<file path="config.mk">
export PLATFORM = sky130hd
export DESIGN_NAME = armExecute
export DESIGN_NICKNAME = d
export VERILOG_FILES = /design/src/hdl/armExecPkg.sv /design/src/hdl/execInputStage.sv /design/src/hdl/aluDecoder.sv /design/src/hdl/aluCore.sv /design/src/hdl/execOutputStage.sv /design/src/hdl/armExecute.sv
export VERILOG_INCLUDE_DIRS = /design/src /design/src/hdl
export SDC_FILE = /design/constraint.sdc
export NUM_CORES = 1
export LEC_CHECK = 0
export BUFFER_PORTS_ARGS = -buffer_cell sky130_fd_sc_hd__buf_2
export CORE_ASPECT_RATIO = 1.2
export CORE_MARGIN = 2
export CORE_UTILIZATION = 40
export CTS_BUF_LIST = sky130_fd_sc_hd__clkbuf_2 sky130_fd_sc_hd__clkbuf_4 sky130_fd_sc_hd__clkbuf_8
export DETAILED_ROUTE_END_ITERATION = 8
export PLACE_DENSITY = 0.61
export SYNTH_ARGS = -nofsm -noshare
export SYNTH_HDL_FRONTEND = slang
export SYNTH_HIERARCHICAL = 1
export SYNTH_SLANG_ARGS = --single-unit
</file>
<file path="constraint.sdc">
create_clock -name clk -period 8.7 [get_ports clk]
set_input_delay 1.74 -clock clk [delete_from_list [all_inputs] [get_ports clk]]
set_output_delay 1.74 -clock clk [all_outputs]
set_load 0.03 [all_outputs]
</file>
<file path="src/hdl/armExec_defines.svh">
`ifndef ARM_EXEC_DEFINES_SVH
`define ARM_EXEC_DEFINES_SVH

// Datapath sizing for the execute stage

`define DATA_W 32 // Operand and result width

`define REG_W 4 // Register index, r0..r15

`endif

</file>
<file path="src/hdl/armExecPkg.sv">
`include "armExec_defines.svh"

package armExecPkg;

    // ARM data-processing opcode, instruction bits 24..21
    typedef enum logic [3:0] {
        dpAnd = 4'b0000,
        dpEor = 4'b0001,
        dpSub = 4'b0010,
        dpRsb = 4'b0011,
        dpAdd = 4'b0100,
        dpAdc = 4'b0101,
        dpSbc = 4'b0110,
        dpRsc = 4'b0111,
        dpTst = 4'b1000,
        dpTeq = 4'b1001,
        dpCmp = 4'b1010,
        dpCmn = 4'b1011,
        dpOrr = 4'b1100,
        dpMov = 4'b1101,
        dpBic = 4'b1110,
        dpMvn = 4'b1111
    } dpOpcode_e;

    // ALU result select, codes 6 and 7 unused
    typedef enum logic [2:0] {
        opAnd   = 3'd0,
        opXor   = 3'd1,
        opSum   = 3'd2,
        opOr    = 3'd3,
        opPassB = 3'd4,
        opBx    = 3'd5
    } aluOp_e;

    typedef struct packed {
        logic updC;  // C from adder carry-out
        logic keepV; // Set for ADD only
        logic updV;  // V from overflow
    } cvUpdate_t;

    typedef struct packed {
        logic               aluOp;     // Data-processing instruction
        dpOpcode_e          opcode;
        logic               setFlags;  // S bit
        logic               bxInstr;
        logic               regToCpsr; // Result goes to CPSR, not Rd
        logic [`REG_W-1:0]  rd;
        logic [`DATA_W-1:0] srcA;
        logic [`DATA_W-1:0] srcB;
    } execReq_t;

    typedef struct packed {
        aluOp_e    operation;
        logic      invertB;
        logic      reverseInputs; // Swap A and B, RSB/RSC
        logic      carryIn;
        cvUpdate_t cvUpdate;
        logic      doNotWriteReg;
    } aluCtrl_t;

    typedef struct packed {
        logic n;
        logic z;
        logic c;
        logic v;
    } nzcv_t;

    typedef struct packed {
        logic [`DATA_W-1:0] value;
        logic [`REG_W-1:0]  rd;
        logic               writeReg;
    } execResult_t;

endpackage

</file>
<file path="src/hdl/execInputStage.sv">
module execInputStage (
    input  logic                 clk,
    input  logic                 rst,
    input  logic                 issue,
    input  armExecPkg::execReq_t req,
    output logic                 stageValid,
    output armExecPkg::execReq_t stageReq
);

    // Decode to execute pipeline register

    always_ff @(posedge clk) begin
        if (rst) begin
            stageValid <= 1'b0;
        end else begin
            stageValid <= issue; // One-cycle strobe, no stall
        end
    end

    // Payload only loads on issue, so operands hold steady between
    // instructions and the ALU inputs don't toggle on idle cycles
    always_ff @(posedge clk) begin
        if (issue) begin
            stageReq <= req;
        end
    end

endmodule

</file>
<file path="src/hdl/aluDecoder.sv">
module aluDecoder (
    input  logic                 [1:0] prevCV,
    input  armExecPkg::execReq_t       stageReq,
    output armExecPkg::aluCtrl_t       ctrl
);
    import armExecPkg::*;

    logic      dp;  // Data-processing request
    dpOpcode_e opc;

    assign dp  = stageReq.aluOp;
    assign opc = stageReq.opcode;

    always_comb begin
        ctrl = '0;
        ctrl.operation = opSum; // Non-DP requests just add

        // Operand routing
        ctrl.reverseInputs = dp && (opc inside {dpRsb, dpRsc});
        ctrl.invertB       = dp && (opc inside {dpSub, dpRsb, dpSbc, dpRsc,
                                                dpCmp, dpMvn, dpBic});

        // Carry-in, C acts as not-borrow for SBC/RSC
        if (dp) begin
            case (opc)
                dpSub, dpRsb, dpCmp: ctrl.carryIn = 1'b1; // A + ~B + 1
                dpAdc, dpSbc, dpRsc: ctrl.carryIn = prevCV[1]; // Previous C
                default:             ctrl.carryIn = 1'b0;
            endcase
        end

        // Result select
        if (!dp) begin
            ctrl.operation = stageReq.bxInstr ? opBx : opSum;
        end else begin
            case (opc)
                dpAnd, dpTst, dpBic: ctrl.operation = opAnd; // BIC via inverted B
                dpEor, dpTeq:        ctrl.operation = opXor;
                dpOrr:               ctrl.operation = opOr;
                dpMov, dpMvn:        ctrl.operation = opPassB;
                default:             ctrl.operation = opSum; // Arithmetic and CMP/CMN
            endcase
        end

        // Flag update mask, logic ops leave C and V alone
        if (dp) begin
            case (opc)
                dpSub, dpRsb, dpSbc, dpRsc, dpCmp: ctrl.cvUpdate = 3'b101;
                dpAdc, dpCmn:                      ctrl.cvUpdate = 3'b101; // Add with V too
                dpAdd:                             ctrl.cvUpdate = 3'b110; // keepV path
                default:                           ctrl.cvUpdate = 3'b000;
            endcase
        end

        // Compares and CPSR moves never touch Rd
        ctrl.doNotWriteReg = (dp && (opc inside {dpTst, dpTeq, dpCmp, dpCmn}))
                           || stageReq.regToCpsr;
    end

endmodule

</file>
<file path="src/hdl/aluCore.sv">
`include "armExec_defines.svh"

module aluCore (
    input  logic                 [`DATA_W-1:0] srcA,
    input  logic                 [`DATA_W-1:0] srcB,
    input  armExecPkg::aluCtrl_t               ctrl,
    output logic                 [`DATA_W-1:0] aluValue,
    output logic                               aluCarry,
    output logic                               aluOverflow
);
    import armExecPkg::*;

    localparam int MSB = `DATA_W - 1;

    logic [`DATA_W-1:0] opA;    // After swap
    logic [`DATA_W-1:0] opBRaw; // After swap, before inversion
    logic [`DATA_W-1:0] opB;
    logic [`DATA_W:0]   sum;    // Extra bit holds carry-out

    assign opA    = ctrl.reverseInputs ? srcB : srcA;
    assign opBRaw = ctrl.reverseInputs ? srcA : srcB;
    assign opB    = ctrl.invertB ? ~opBRaw : opBRaw;

    // Subtraction is A + ~B + 1, so carry-out is not-borrow
    assign sum = {1'b0, opA} + {1'b0, opB} + {{`DATA_W{1'b0}}, ctrl.carryIn};

    assign aluCarry = sum[`DATA_W];

    // Same-sign inputs, different-sign result
    assign aluOverflow = (opA[MSB] == opB[MSB]) && (sum[MSB] != opA[MSB]);

    always_comb begin
        case (ctrl.operation)
            opAnd:   aluValue = opA & opB;
            opXor:   aluValue = opA ^ opB;
            opOr:    aluValue = opA | opB;
            opPassB: aluValue = opB; // MOV, or MVN with invertB
            opBx:    aluValue = {srcB[MSB:1], 1'b0}; // Target, Thumb bit cleared
            default: aluValue = sum[MSB:0];
        endcase
    end

endmodule

</file>
<file path="src/hdl/execOutputStage.sv">
`include "armExec_defines.svh"

module execOutputStage (
    input  logic                                  clk,
    input  logic                                  rst,
    input  logic                                  stageValid,
    input  logic                                  setFlags,
    input  armExecPkg::aluCtrl_t                  ctrl,
    input  logic                    [`REG_W-1:0]  rd,
    input  logic                    [`DATA_W-1:0] aluValue,
    input  logic                                  aluCarry,
    input  logic                                  aluOverflow,
    output logic                                  resultValid,
    output armExecPkg::execResult_t               result,
    output armExecPkg::nzcv_t                     flags
);
    import armExecPkg::*;

    nzcv_t nextFlags;

    // Selective NZCV update, S bit gates everything
    always_comb begin
        nextFlags = flags;
        if (setFlags) begin
            nextFlags.n = aluValue[`DATA_W-1];
            nextFlags.z = (aluValue == '0);
            if (ctrl.cvUpdate.updC) begin
                nextFlags.c = aluCarry;
            end
            if (ctrl.cvUpdate.updV || ctrl.cvUpdate.keepV) begin
                nextFlags.v = aluOverflow;
            end
        end
    end

    always_ff @(posedge clk) begin
        if (rst) begin
            resultValid <= 1'b0;
            flags       <= '0;
        end else begin
            resultValid <= stageValid; // Pulse per instruction
            if (stageValid) begin
                flags <= nextFlags; // Seen by the next instruction in execute
            end
        end
    end

    always_ff @(posedge clk) begin
        if (stageValid) begin
            result.value    <= aluValue;
            result.rd       <= rd;
            result.writeReg <= !ctrl.doNotWriteReg;
        end
    end

    // C and V only ever come from the adder
    cvFromAdder: assert property (@(posedge clk) disable iff (rst)
        stageValid && (ctrl.cvUpdate != '0) |-> ctrl.operation == opSum)
        else $error("execOutputStage: C/V update on a non-adder operation");

    // A valid instruction never carries unknowns into Rd or NZCV
    knownWhenValid: assert property (@(posedge clk) disable iff (rst)
        stageValid |-> !$isunknown({ctrl, rd, aluValue, aluCarry, aluOverflow, setFlags}))
        else $error("execOutputStage: unknown value on a valid instruction");

endmodule

</file>
<file path="src/hdl/armExecute.sv">
`include "armExec_defines.svh"

module armExecute (
    input  logic                    clk,
    input  logic                    rst,
    input  logic                    issue,
    input  armExecPkg::execReq_t    req,
    output logic                    resultValid,
    output armExecPkg::execResult_t result,
    output armExecPkg::nzcv_t       flags
);
    import armExecPkg::*;

    logic               stageValid;
    execReq_t           stageReq;
    aluCtrl_t           ctrl;
    logic [`DATA_W-1:0] aluValue;
    logic               aluCarry;
    logic               aluOverflow;

    execInputStage inStage (
        .clk        (clk),
        .rst        (rst),
        .issue      (issue),
        .req        (req),
        .stageValid (stageValid),
        .stageReq   (stageReq)
    );

    aluDecoder decoder (
        .prevCV   ({flags.c, flags.v}), // Flag feedback, C in bit 1
        .stageReq (stageReq),
        .ctrl     (ctrl)
    );

    aluCore alu (
        .srcA        (stageReq.srcA),
        .srcB        (stageReq.srcB),
        .ctrl        (ctrl),
        .aluValue    (aluValue),
        .aluCarry    (aluCarry),
        .aluOverflow (aluOverflow)
    );

    execOutputStage outStage (
        .clk         (clk),
        .rst         (rst),
        .stageValid  (stageValid),
        .setFlags    (stageReq.setFlags && stageReq.aluOp), // S only on DP ops
        .ctrl        (ctrl),
        .rd          (stageReq.rd),
        .aluValue    (aluValue),
        .aluCarry    (aluCarry),
        .aluOverflow (aluOverflow),
        .resultValid (resultValid),
        .result      (result),
        .flags       (flags)
    );

endmodule

</file>
==> Word-level counts from Yosys, hierarchy flattened <==
Memory sizes are Yosys's and may differ from the RTL's. A register that Yosys moved wholly into a read port is not among the register bits.
Index checks and enable logic that the tools add are counted.
{ "word_totals": {"ff_bits": 119, "latch_bits": 0, "mem_bits_rw": 0, "mem_bits_ro": 96, "in_bits": 79, "output_inout_bits": 42, "word_cells": 71, "n_memories": 2} }
{ "op_classes": {"n_addsub": 2, "n_mul": 0, "div_mod_pow": 0, "magnitude_cmp": 0, "n_eq_ne": 17, "n_shift": 0, "mux": 11, "bitwise_logic": 4, "reduce_logical": 18} }
{ "mem_list": {"columns": ["name", "words", "width", "read_ports", "rd_clocked_by_memory_dff", "write_ports", "line_no", "source"], "rows": [
  ["(name not given)", 16, 3, 1, 1, 0, "aluDecoder.sv:36", "case (opc)"],
  ["(name not given)", 16, 3, 1, 1, 0, "aluDecoder.sv:47", "case (opc)"]
]} }
{ "op_table": {"columns": ["cell", "count"], "rows": [
  ["$pmux W32 S5", 1],
  ["$mux W32", 3],
  ["$add A32 B32 Y33", 1],
  ["$add A33 B1 Y33", 1],
  ["$and A32 B32 Y32", 1],
  ["$logic_not A32 Y1", 1],
  ["$not A32 Y32", 1],
  ["$or A32 B32 Y32", 1],
  ["$xor A32 B32 Y32", 1],
  ["$eq A4 B4 Y1 const B", 6],
  ["$eq A4 B3 Y1 const B", 3],
  ["$mux W3", 3],
  ["$eq A4 B2 Y1 const B", 2],
  ["$mux W4", 2],
  ["$reduce_bool A7 Y1", 1],
  ["$eq A3 B3 Y1 const B", 2],
  ["$reduce_and A3 Y1", 2],
  ["$reduce_or A3 Y1", 2],
  ["$logic_and A1 B1 Y1", 5],
  ["$reduce_bool A4 Y1", 1],
  ["$eq A3 B1 Y1 const B", 1],
  ["$eq A3 B2 Y1 const B", 1],
  ["$logic_not A3 Y1", 1],
  ["$logic_or A1 B1 Y1", 2],
  ["7 further kinds", 7]
]} }

==> Longest topological paths before layout <==
{ "depth": {"ltp_word": 10, "mapped_depth": 21, "depth_no_buf": 16} }

==> Cells and area by module <==
Netlist, hierarchy kept.
{ "by_module_without_submodules": {"columns": ["module", "instances", "cells_each", "area_per_inst_um2", "seq_area_each_um2"], "rows": [
  ["aluCore", 1, 729, 5067.4, 0.0],
  ["execInputStage", 1, 78, 2316.0, 2302.2],
  ["execOutputStage", 1, 67, 1367.6, 1211.2],
  ["aluDecoder", 1, 29, 177.7, 0.0],
  ["armExecute", 1, 1, 6.3, 0.0]
]} }

==> Worst setup path before layout <==
OpenSTA, ideal clock, no wires.
{ "synth_timing": {"path_kind": "reg2reg", "start": "register inStage/stageReq[75] (netlist name)", "end": "register outStage/flags[2] (netlist name)", "setup_time_ns": 0.084, "arrival_ns": 5.017, "setup_slack_ns": 3.598, "path_stages_with_launch": 22, "synth_period_minus_slack_ns": 5.102, "path_cell_list": "edfxtp_1 > buf_2 > nor2b_1 > and3_1 > buf_2 > buf_2 > buf_4 > buf_2 > mux2i_1 > inv_1 > fa_1 > fa_1 > a211oi_2 > o21ai_1 > a41oi_2 > o211ai_2 > xor2_1 > a21oi_1 > nor2_1 > or4_1 > or4_1 > o31ai_2"} }

==> report_table.html <==
<table>
<tr><th>Metric</th><th>Value</th></tr>
<tr><th colspan="2">Layout</th></tr>
<tr><td>Ratio of cells with drive above 1 in the final layout</td><td>~22%</td></tr>
<tr><td>Area growth from synthesis to layout</td><td>12.98%</td></tr>
<tr><td>Number of inserted diodes</td><td>0</td></tr>
<tr><td>Number of nets at the end of the flow</td><td>approximately 1100</td></tr>
<tr><td>Post-Layout Cell Count</td><td>approximately 1300</td></tr>
<tr><th colspan="2">CTS</th></tr>
<tr><td>Clock buffer count from CTS</td><td>17</td></tr>
<tr><td>TritonCTS clock tree</td><td>yes</td></tr>
<tr><td>Number of buffers inserted by hold repair at cts</td><td>0</td></tr>
<tr><td>Clk pin slew, worst setup/hold paths</td><td>approximately 0.080 ns</td></tr>
<tr><td>Maximum clock path buffer count</td><td>2</td></tr>
<tr><td>Post_cts resized</td><td>0</td></tr>
<tr><td>Clk Tree Root Cell</td><td>sky130_fd_sc_hd__clkbuf_8</td></tr>
<tr><td>Level count of the clock H-tree</td><td>4</td></tr>
<tr><td>Worst skew pair latency</td><td>~0.47 ns</td></tr>
<tr><td>Post CTS Setup Buffer Count</td><td>0</td></tr>
<tr><td>Clk sinks</td><td>around 120</td></tr>
<tr><th colspan="2">Global route</th></tr>
<tr><td>Number of global-route vias before repair</td><td>roughly 7000</td></tr>
<tr><td>Largest net degree at the start of global routing</td><td>78</td></tr>
<tr><td>Remaining global-route overflow</td><td>0</td></tr>
<tr><td>Number of antenna violations at the first check in global routing</td><td>0</td></tr>
<tr><td>GRT met3 Usage</td><td>under 10%</td></tr>
<tr><td>GRT met2 Usage</td><td>between 30% and 40%</td></tr>
<tr><td>Global-route wire length before repair</td><td>~39000 µm</td></tr>
<tr><td>Met1 usage</td><td>28.20%</td></tr>
<tr><td>Global route hottest layer</td><td>met2</td></tr>
<tr><td>All-Layer GR Usage</td><td>20.90%</td></tr>
<tr><th colspan="2">Synthesis</th></tr>
<tr><td>Register area share after synthesis</td><td>around two fifths</td></tr>
<tr><td>Syn Std Cell Area</td><td>~9000 µm²</td></tr>
<tr><td>Post-synthesis cell count</td><td>approximately 900</td></tr>
<tr><td>Mapped Avg Cell Area</td><td>between 9 and 10 µm²</td></tr>
<tr><td>Warning count from the yosys run</td><td>6</td></tr>
<tr><td>Primary FF master, synth</td><td>sky130_fd_sc_hd__edfxtp_1</td></tr>
<tr><td>#FFs+latches synth</td><td>around 120</td></tr>
<tr><td>Area share of the leading cell type in the synthesized netlist</td><td>between 30 and 40%</td></tr>
<tr><td>Post-synth EDFFs</td><td>approximately 110</td></tr>
<tr><td>Leading area contributor after synthesis</td><td>sky130_fd_sc_hd__edfxtp_1</td></tr>
<tr><td>Yosys cell types</td><td>between 70 and 80</td></tr>
<tr><td>FFs w/ async S/R, synth</td><td>0%</td></tr>
<tr><td>Net count after synthesis</td><td>around 1000</td></tr>
<tr><td>Leading cell types by total area after synthesis</td><td>sky130_fd_sc_hd__edfxtp_1 (38%), sky130_fd_sc_hd__ha_1 (9.0%), sky130_fd_sc_hd__mux2i_1 (5.9%), sky130_fd_sc_hd__mux2_2 (4.2%), sky130_fd_sc_hd__a21oi_1 (4.1%)</td></tr>
<tr><th colspan="2">Placement</th></tr>
<tr><td>Post-detailed-placement half-perimeter wirelength</td><td>17640 µm</td></tr>
<tr><td>Worst setup slack after placement</td><td>~3.2 ns</td></tr>
<tr><td>Port buffer count</td><td>120</td></tr>
<tr><td># placed instances</td><td>between 1000 and 1500</td></tr>
<tr><td>Placer's final routability congestion estimate</td><td>0.9401</td></tr>
<tr><th colspan="2">Power</th></tr>
<tr><td>Static leakage</td><td>about 4 nW</td></tr>
<tr><td>Overall power</td><td>2.235 mW</td></tr>
<tr><td>Max VDD drop</td><td>between 100 and 150 µV</td></tr>
<tr><td>Power Density</td><td>about 220 nW/µm²</td></tr>
<tr><th colspan="2">Min path</th></tr>
<tr><td>Number of cells on the worst hold path</td><td>0</td></tr>
<tr><td>Worst hold path type</td><td>reg2reg</td></tr>
<tr><th colspan="2">Drt</th></tr>
<tr><td>Detailed-route vias per instance</td><td>5.588</td></tr>
<tr><td>First-pass detailed-route iteration total</td><td>5</td></tr>
<tr><td>Final wirelength</td><td>approximately 24000 µm</td></tr>
<tr><td>Post-route DRC violation count</td><td>0</td></tr>
<tr><td>Detail Route Antenna Nets</td><td>0</td></tr>
<tr><td>Initial DRC Count</td><td>534</td></tr>
<tr><td>Vias after detailed routing</td><td>~7100</td></tr>
<tr><td>Detailed-route wire length per cell</td><td>roughly 19 µm</td></tr>
<tr><th colspan="2">Setup path</th></tr>
<tr><td>Worst EP required</td><td>between 9 and 10 ns</td></tr>
<tr><td>Category of the worst setup path capture point</td><td>register</td></tr>
<tr><td>Arrival time of data at the critical path endpoint</td><td>a little under 6 ns</td></tr>
<tr><td>Cell depth of the worst flop-to-flop path</td><td>17</td></tr>
<tr><td>Startpoint type of the worst setup path</td><td>register</td></tr>
<tr><td>Maximum fanout along the worst path</td><td>27</td></tr>
<tr><td>Type of the setup path with the least slack</td><td>reg2reg</td></tr>
<tr><th colspan="2">Timing</th></tr>
<tr><td>Setup repair after global routing missed its margin</td><td>no</td></tr>
<tr><td>Count of endpoints failing hold in the final timing report</td><td>0</td></tr>
<tr><td>Final Cycle Share</td><td>63.85%</td></tr>
<tr><td>Worst setup skew after layout</td><td>about 0.013 ns</td></tr>
<tr><td>Final setup margin</td><td>3.145 ns</td></tr>
<tr><td>Worst max-slew margin expressed relative to the limit</td><td>a little under a third</td></tr>
<tr><td>Slew at the pin with the worst max-slew slack</td><td>roughly 1.0 ns</td></tr>
<tr><td>Final critical-path required period</td><td>~5.6 ns</td></tr>
<tr><td>Setup_tns</td><td>0 ns</td></tr>
<tr><td>Final Setup Violations</td><td>0</td></tr>
<tr><td>Highest clock frequency the design can meet</td><td>approximately 0.18 GHz</td></tr>
<tr><td>Final-report max-slew violation count</td><td>0</td></tr>
<tr><th colspan="2">Run</th></tr>
<tr><td>Max-cap violation count</td><td>0</td></tr>
<tr><th colspan="2">Die</th></tr>
<tr><td>Die Width</td><td>about 140 µm</td></tr>
<tr><td># IOs</td><td>121</td></tr>
<tr><td>Die footprint</td><td>23550 µm²</td></tr>
<tr><td>Placeable Area</td><td>21780 µm²</td></tr>
<tr><td>Number of rows in the core area</td><td>a little under 60</td></tr>
<tr><td>Y dimension of the die</td><td>roughly 170 µm</td></tr>
<tr><td>Initial core utilization</td><td>~41%</td></tr>
<tr><th colspan="2">Outcome</th></tr>
<tr><td>Result of the run</td><td>finished, final reports clean</td></tr>
</table>
-- cell usage in the layout (no fill, tap or decap), types with 14 or more instances in the layout --
master / synthesis / routed
sky130_fd_sc_hd__buf_2: 20 / 119
sky130_fd_sc_hd__a221oi_1: 14 / 14
sky130_fd_sc_hd__mux2i_1: 53 / 53
sky130_fd_sc_hd__o21ai_0: 53 / 53
sky130_fd_sc_hd__mux2_2: 33 / 33
sky130_fd_sc_hd__inv_1: 76 / 76
sky130_fd_sc_hd__xor2_1: 22 / 22
sky130_fd_sc_hd__clkbuf_8: 0 / 18
sky130_fd_sc_hd__nand2_1: 61 / 61
sky130_fd_sc_hd__xnor2_1: 34 / 34
sky130_fd_sc_hd__nor2_1: 59 / 59
sky130_fd_sc_hd__edfxtp_1: 113 / 113
sky130_fd_sc_hd__ha_1: 64 / 64
sky130_fd_sc_hd__a21oi_1: 73 / 71
-- metrics by stage --
stage	utilization [%]	area, µm²	hold slack (ns)
6_report	46.35	10090	0.4229
5_1_grt	46.35	10090	0.4350
4_1_cts	46.35	10090	0.4265
3_5_place_dp	44.34	9657	0.4072
3_3_place_gp	44.34	9657	0.4007
2_1_floorplan	-	8935	0.4003
-- synthesized netlist by cell type, types with 3 or more instances --
cell / n
sky130_fd_sc_hd__a211o_1: 4
sky130_fd_sc_hd__xor2_1: 22
sky130_fd_sc_hd__nor2b_1: 10
sky130_fd_sc_hd__nor4_1: 7
sky130_fd_sc_hd__ha_1: 64
sky130_fd_sc_hd__a22oi_1: 13
sky130_fd_sc_hd__mux2i_1: 53
sky130_fd_sc_hd__nand2b_1: 5
sky130_fd_sc_hd__a21o_1: 10
sky130_fd_sc_hd__mux4_2: 3
sky130_fd_sc_hd__o211ai_1: 10
sky130_fd_sc_hd__nand4_1: 8
sky130_fd_sc_hd__a221oi_1: 14
sky130_fd_sc_hd__buf_2: 20
sky130_fd_sc_hd__o21ai_0: 53
sky130_fd_sc_hd__o22ai_1: 8
sky130_fd_sc_hd__a41o_1: 3
sky130_fd_sc_hd__nand3_1: 9
sky130_fd_sc_hd__o21bai_1: 3
sky130_fd_sc_hd__mux2_2: 33
sky130_fd_sc_hd__a211oi_1: 7
sky130_fd_sc_hd__nor3_1: 12
sky130_fd_sc_hd__edfxtp_1: 113
sky130_fd_sc_hd__buf_1: 4
sky130_fd_sc_hd__and2_1: 7
sky130_fd_sc_hd__o21ai_1: 7
sky130_fd_sc_hd__o21a_1: 3
sky130_fd_sc_hd__xnor2_1: 34
sky130_fd_sc_hd__a21oi_1: 73
sky130_fd_sc_hd__a222oi_1: 3
sky130_fd_sc_hd__buf_6: 4
sky130_fd_sc_hd__buf_4: 3
sky130_fd_sc_hd__nand2_1: 61
sky130_fd_sc_hd__dfxtp_1: 6
sky130_fd_sc_hd__inv_1: 76
sky130_fd_sc_hd__nor2_1: 59
sky130_fd_sc_hd__clkbuf_1: 27
sky130_fd_sc_hd__and3_1: 4
-- flip-flops by register name (all words and copies together) (netlist names) --
name                  flops
outStage/flags            4
inStage/stageReq         76
outStage/resultValid      1
inStage/stageValid        1
outStage/result          37
-- worst max-delay path: stages (launching register included) --
cell and delay, ns:
sky130_fd_sc_hd__edfxtp_1 0.54, sky130_fd_sc_hd__nor2b_1 0.20, sky130_fd_sc_hd__and3_2 0.66, sky130_fd_sc_hd__buf_4 0.52, sky130_fd_sc_hd__buf_4 0.33, sky130_fd_sc_hd__mux2i_1 0.24
sky130_fd_sc_hd__xnor2_1 0.12, sky130_fd_sc_hd__ha_1 0.47, sky130_fd_sc_hd__a21oi_4 0.23, sky130_fd_sc_hd__o21ai_2 0.07, sky130_fd_sc_hd__a221o_1 0.35, sky130_fd_sc_hd__nor2_1 0.19
sky130_fd_sc_hd__o21ai_1 0.11, sky130_fd_sc_hd__xnor2_1 0.14, sky130_fd_sc_hd__a221oi_1 0.11, sky130_fd_sc_hd__or4_1 0.50, sky130_fd_sc_hd__or4_1 0.44, sky130_fd_sc_hd__o31ai_2 0.21
-- power breakdown --
| group | switching [mW] | leakage, nW | internal, mW | total, mW |
|---|---|---|---|---|
| sequential | 0.0344 | 1.14 | 0.709 | 0.744 |
| combinational | 0.589 | 2.77 | 0.333 | 0.922 |
| clock | 0.244 | 0.216 | 0.325 | 0.569 |
-- metal layers --
metal,wire (µm),vias up,share of wire [%]
met5,0,-,0
met3,1141,28,4.7
met2,11620,225,48
met4,483,0,2.0
li1,-,3467,-
met1,11160,3416,46
-- kinds of logic after synthesis --
logic type | Yosys count | synth area share (%)
buffers and inverters | 136 | 6.484
AND/OR/NAND/NOR | 199 | 10.61
XOR/XNOR | 56 | 5.489
multiplexers | 90 | 11.15
flip-flops | 119 | 39.32
adder cells (fa/ha/maj) | 66 | 9.410
AO/OA/AOI/OAI | 238 | 17.53
-- worst paths after layout --
path / startpoint / end / slack (ns)
max: inStage/stageReq[75] / outStage/flags[2] / 3.15
min: inStage/stageReq[64] / outStage/result[1] / 0.42
max reg2reg: inStage/stageReq[75] / outStage/flags[2] / 3.15
min reg2reg: inStage/stageReq[64] / outStage/result[1] / 0.42
-- cell type report --
cell class                      instances  area (µm²)
Fill cell                            2091       11680
Multi-Input combinational cell        649        4858
Sequential cell                       119        3515
Timing Repair Buffer                  127       655.6
Tap cell                              274       342.8
Inverter                               76       285.3
Clock buffer                           20       262.8
Clock inverter                         12       175.2
No activity file was read; power rests on OpenSTA's default activity.
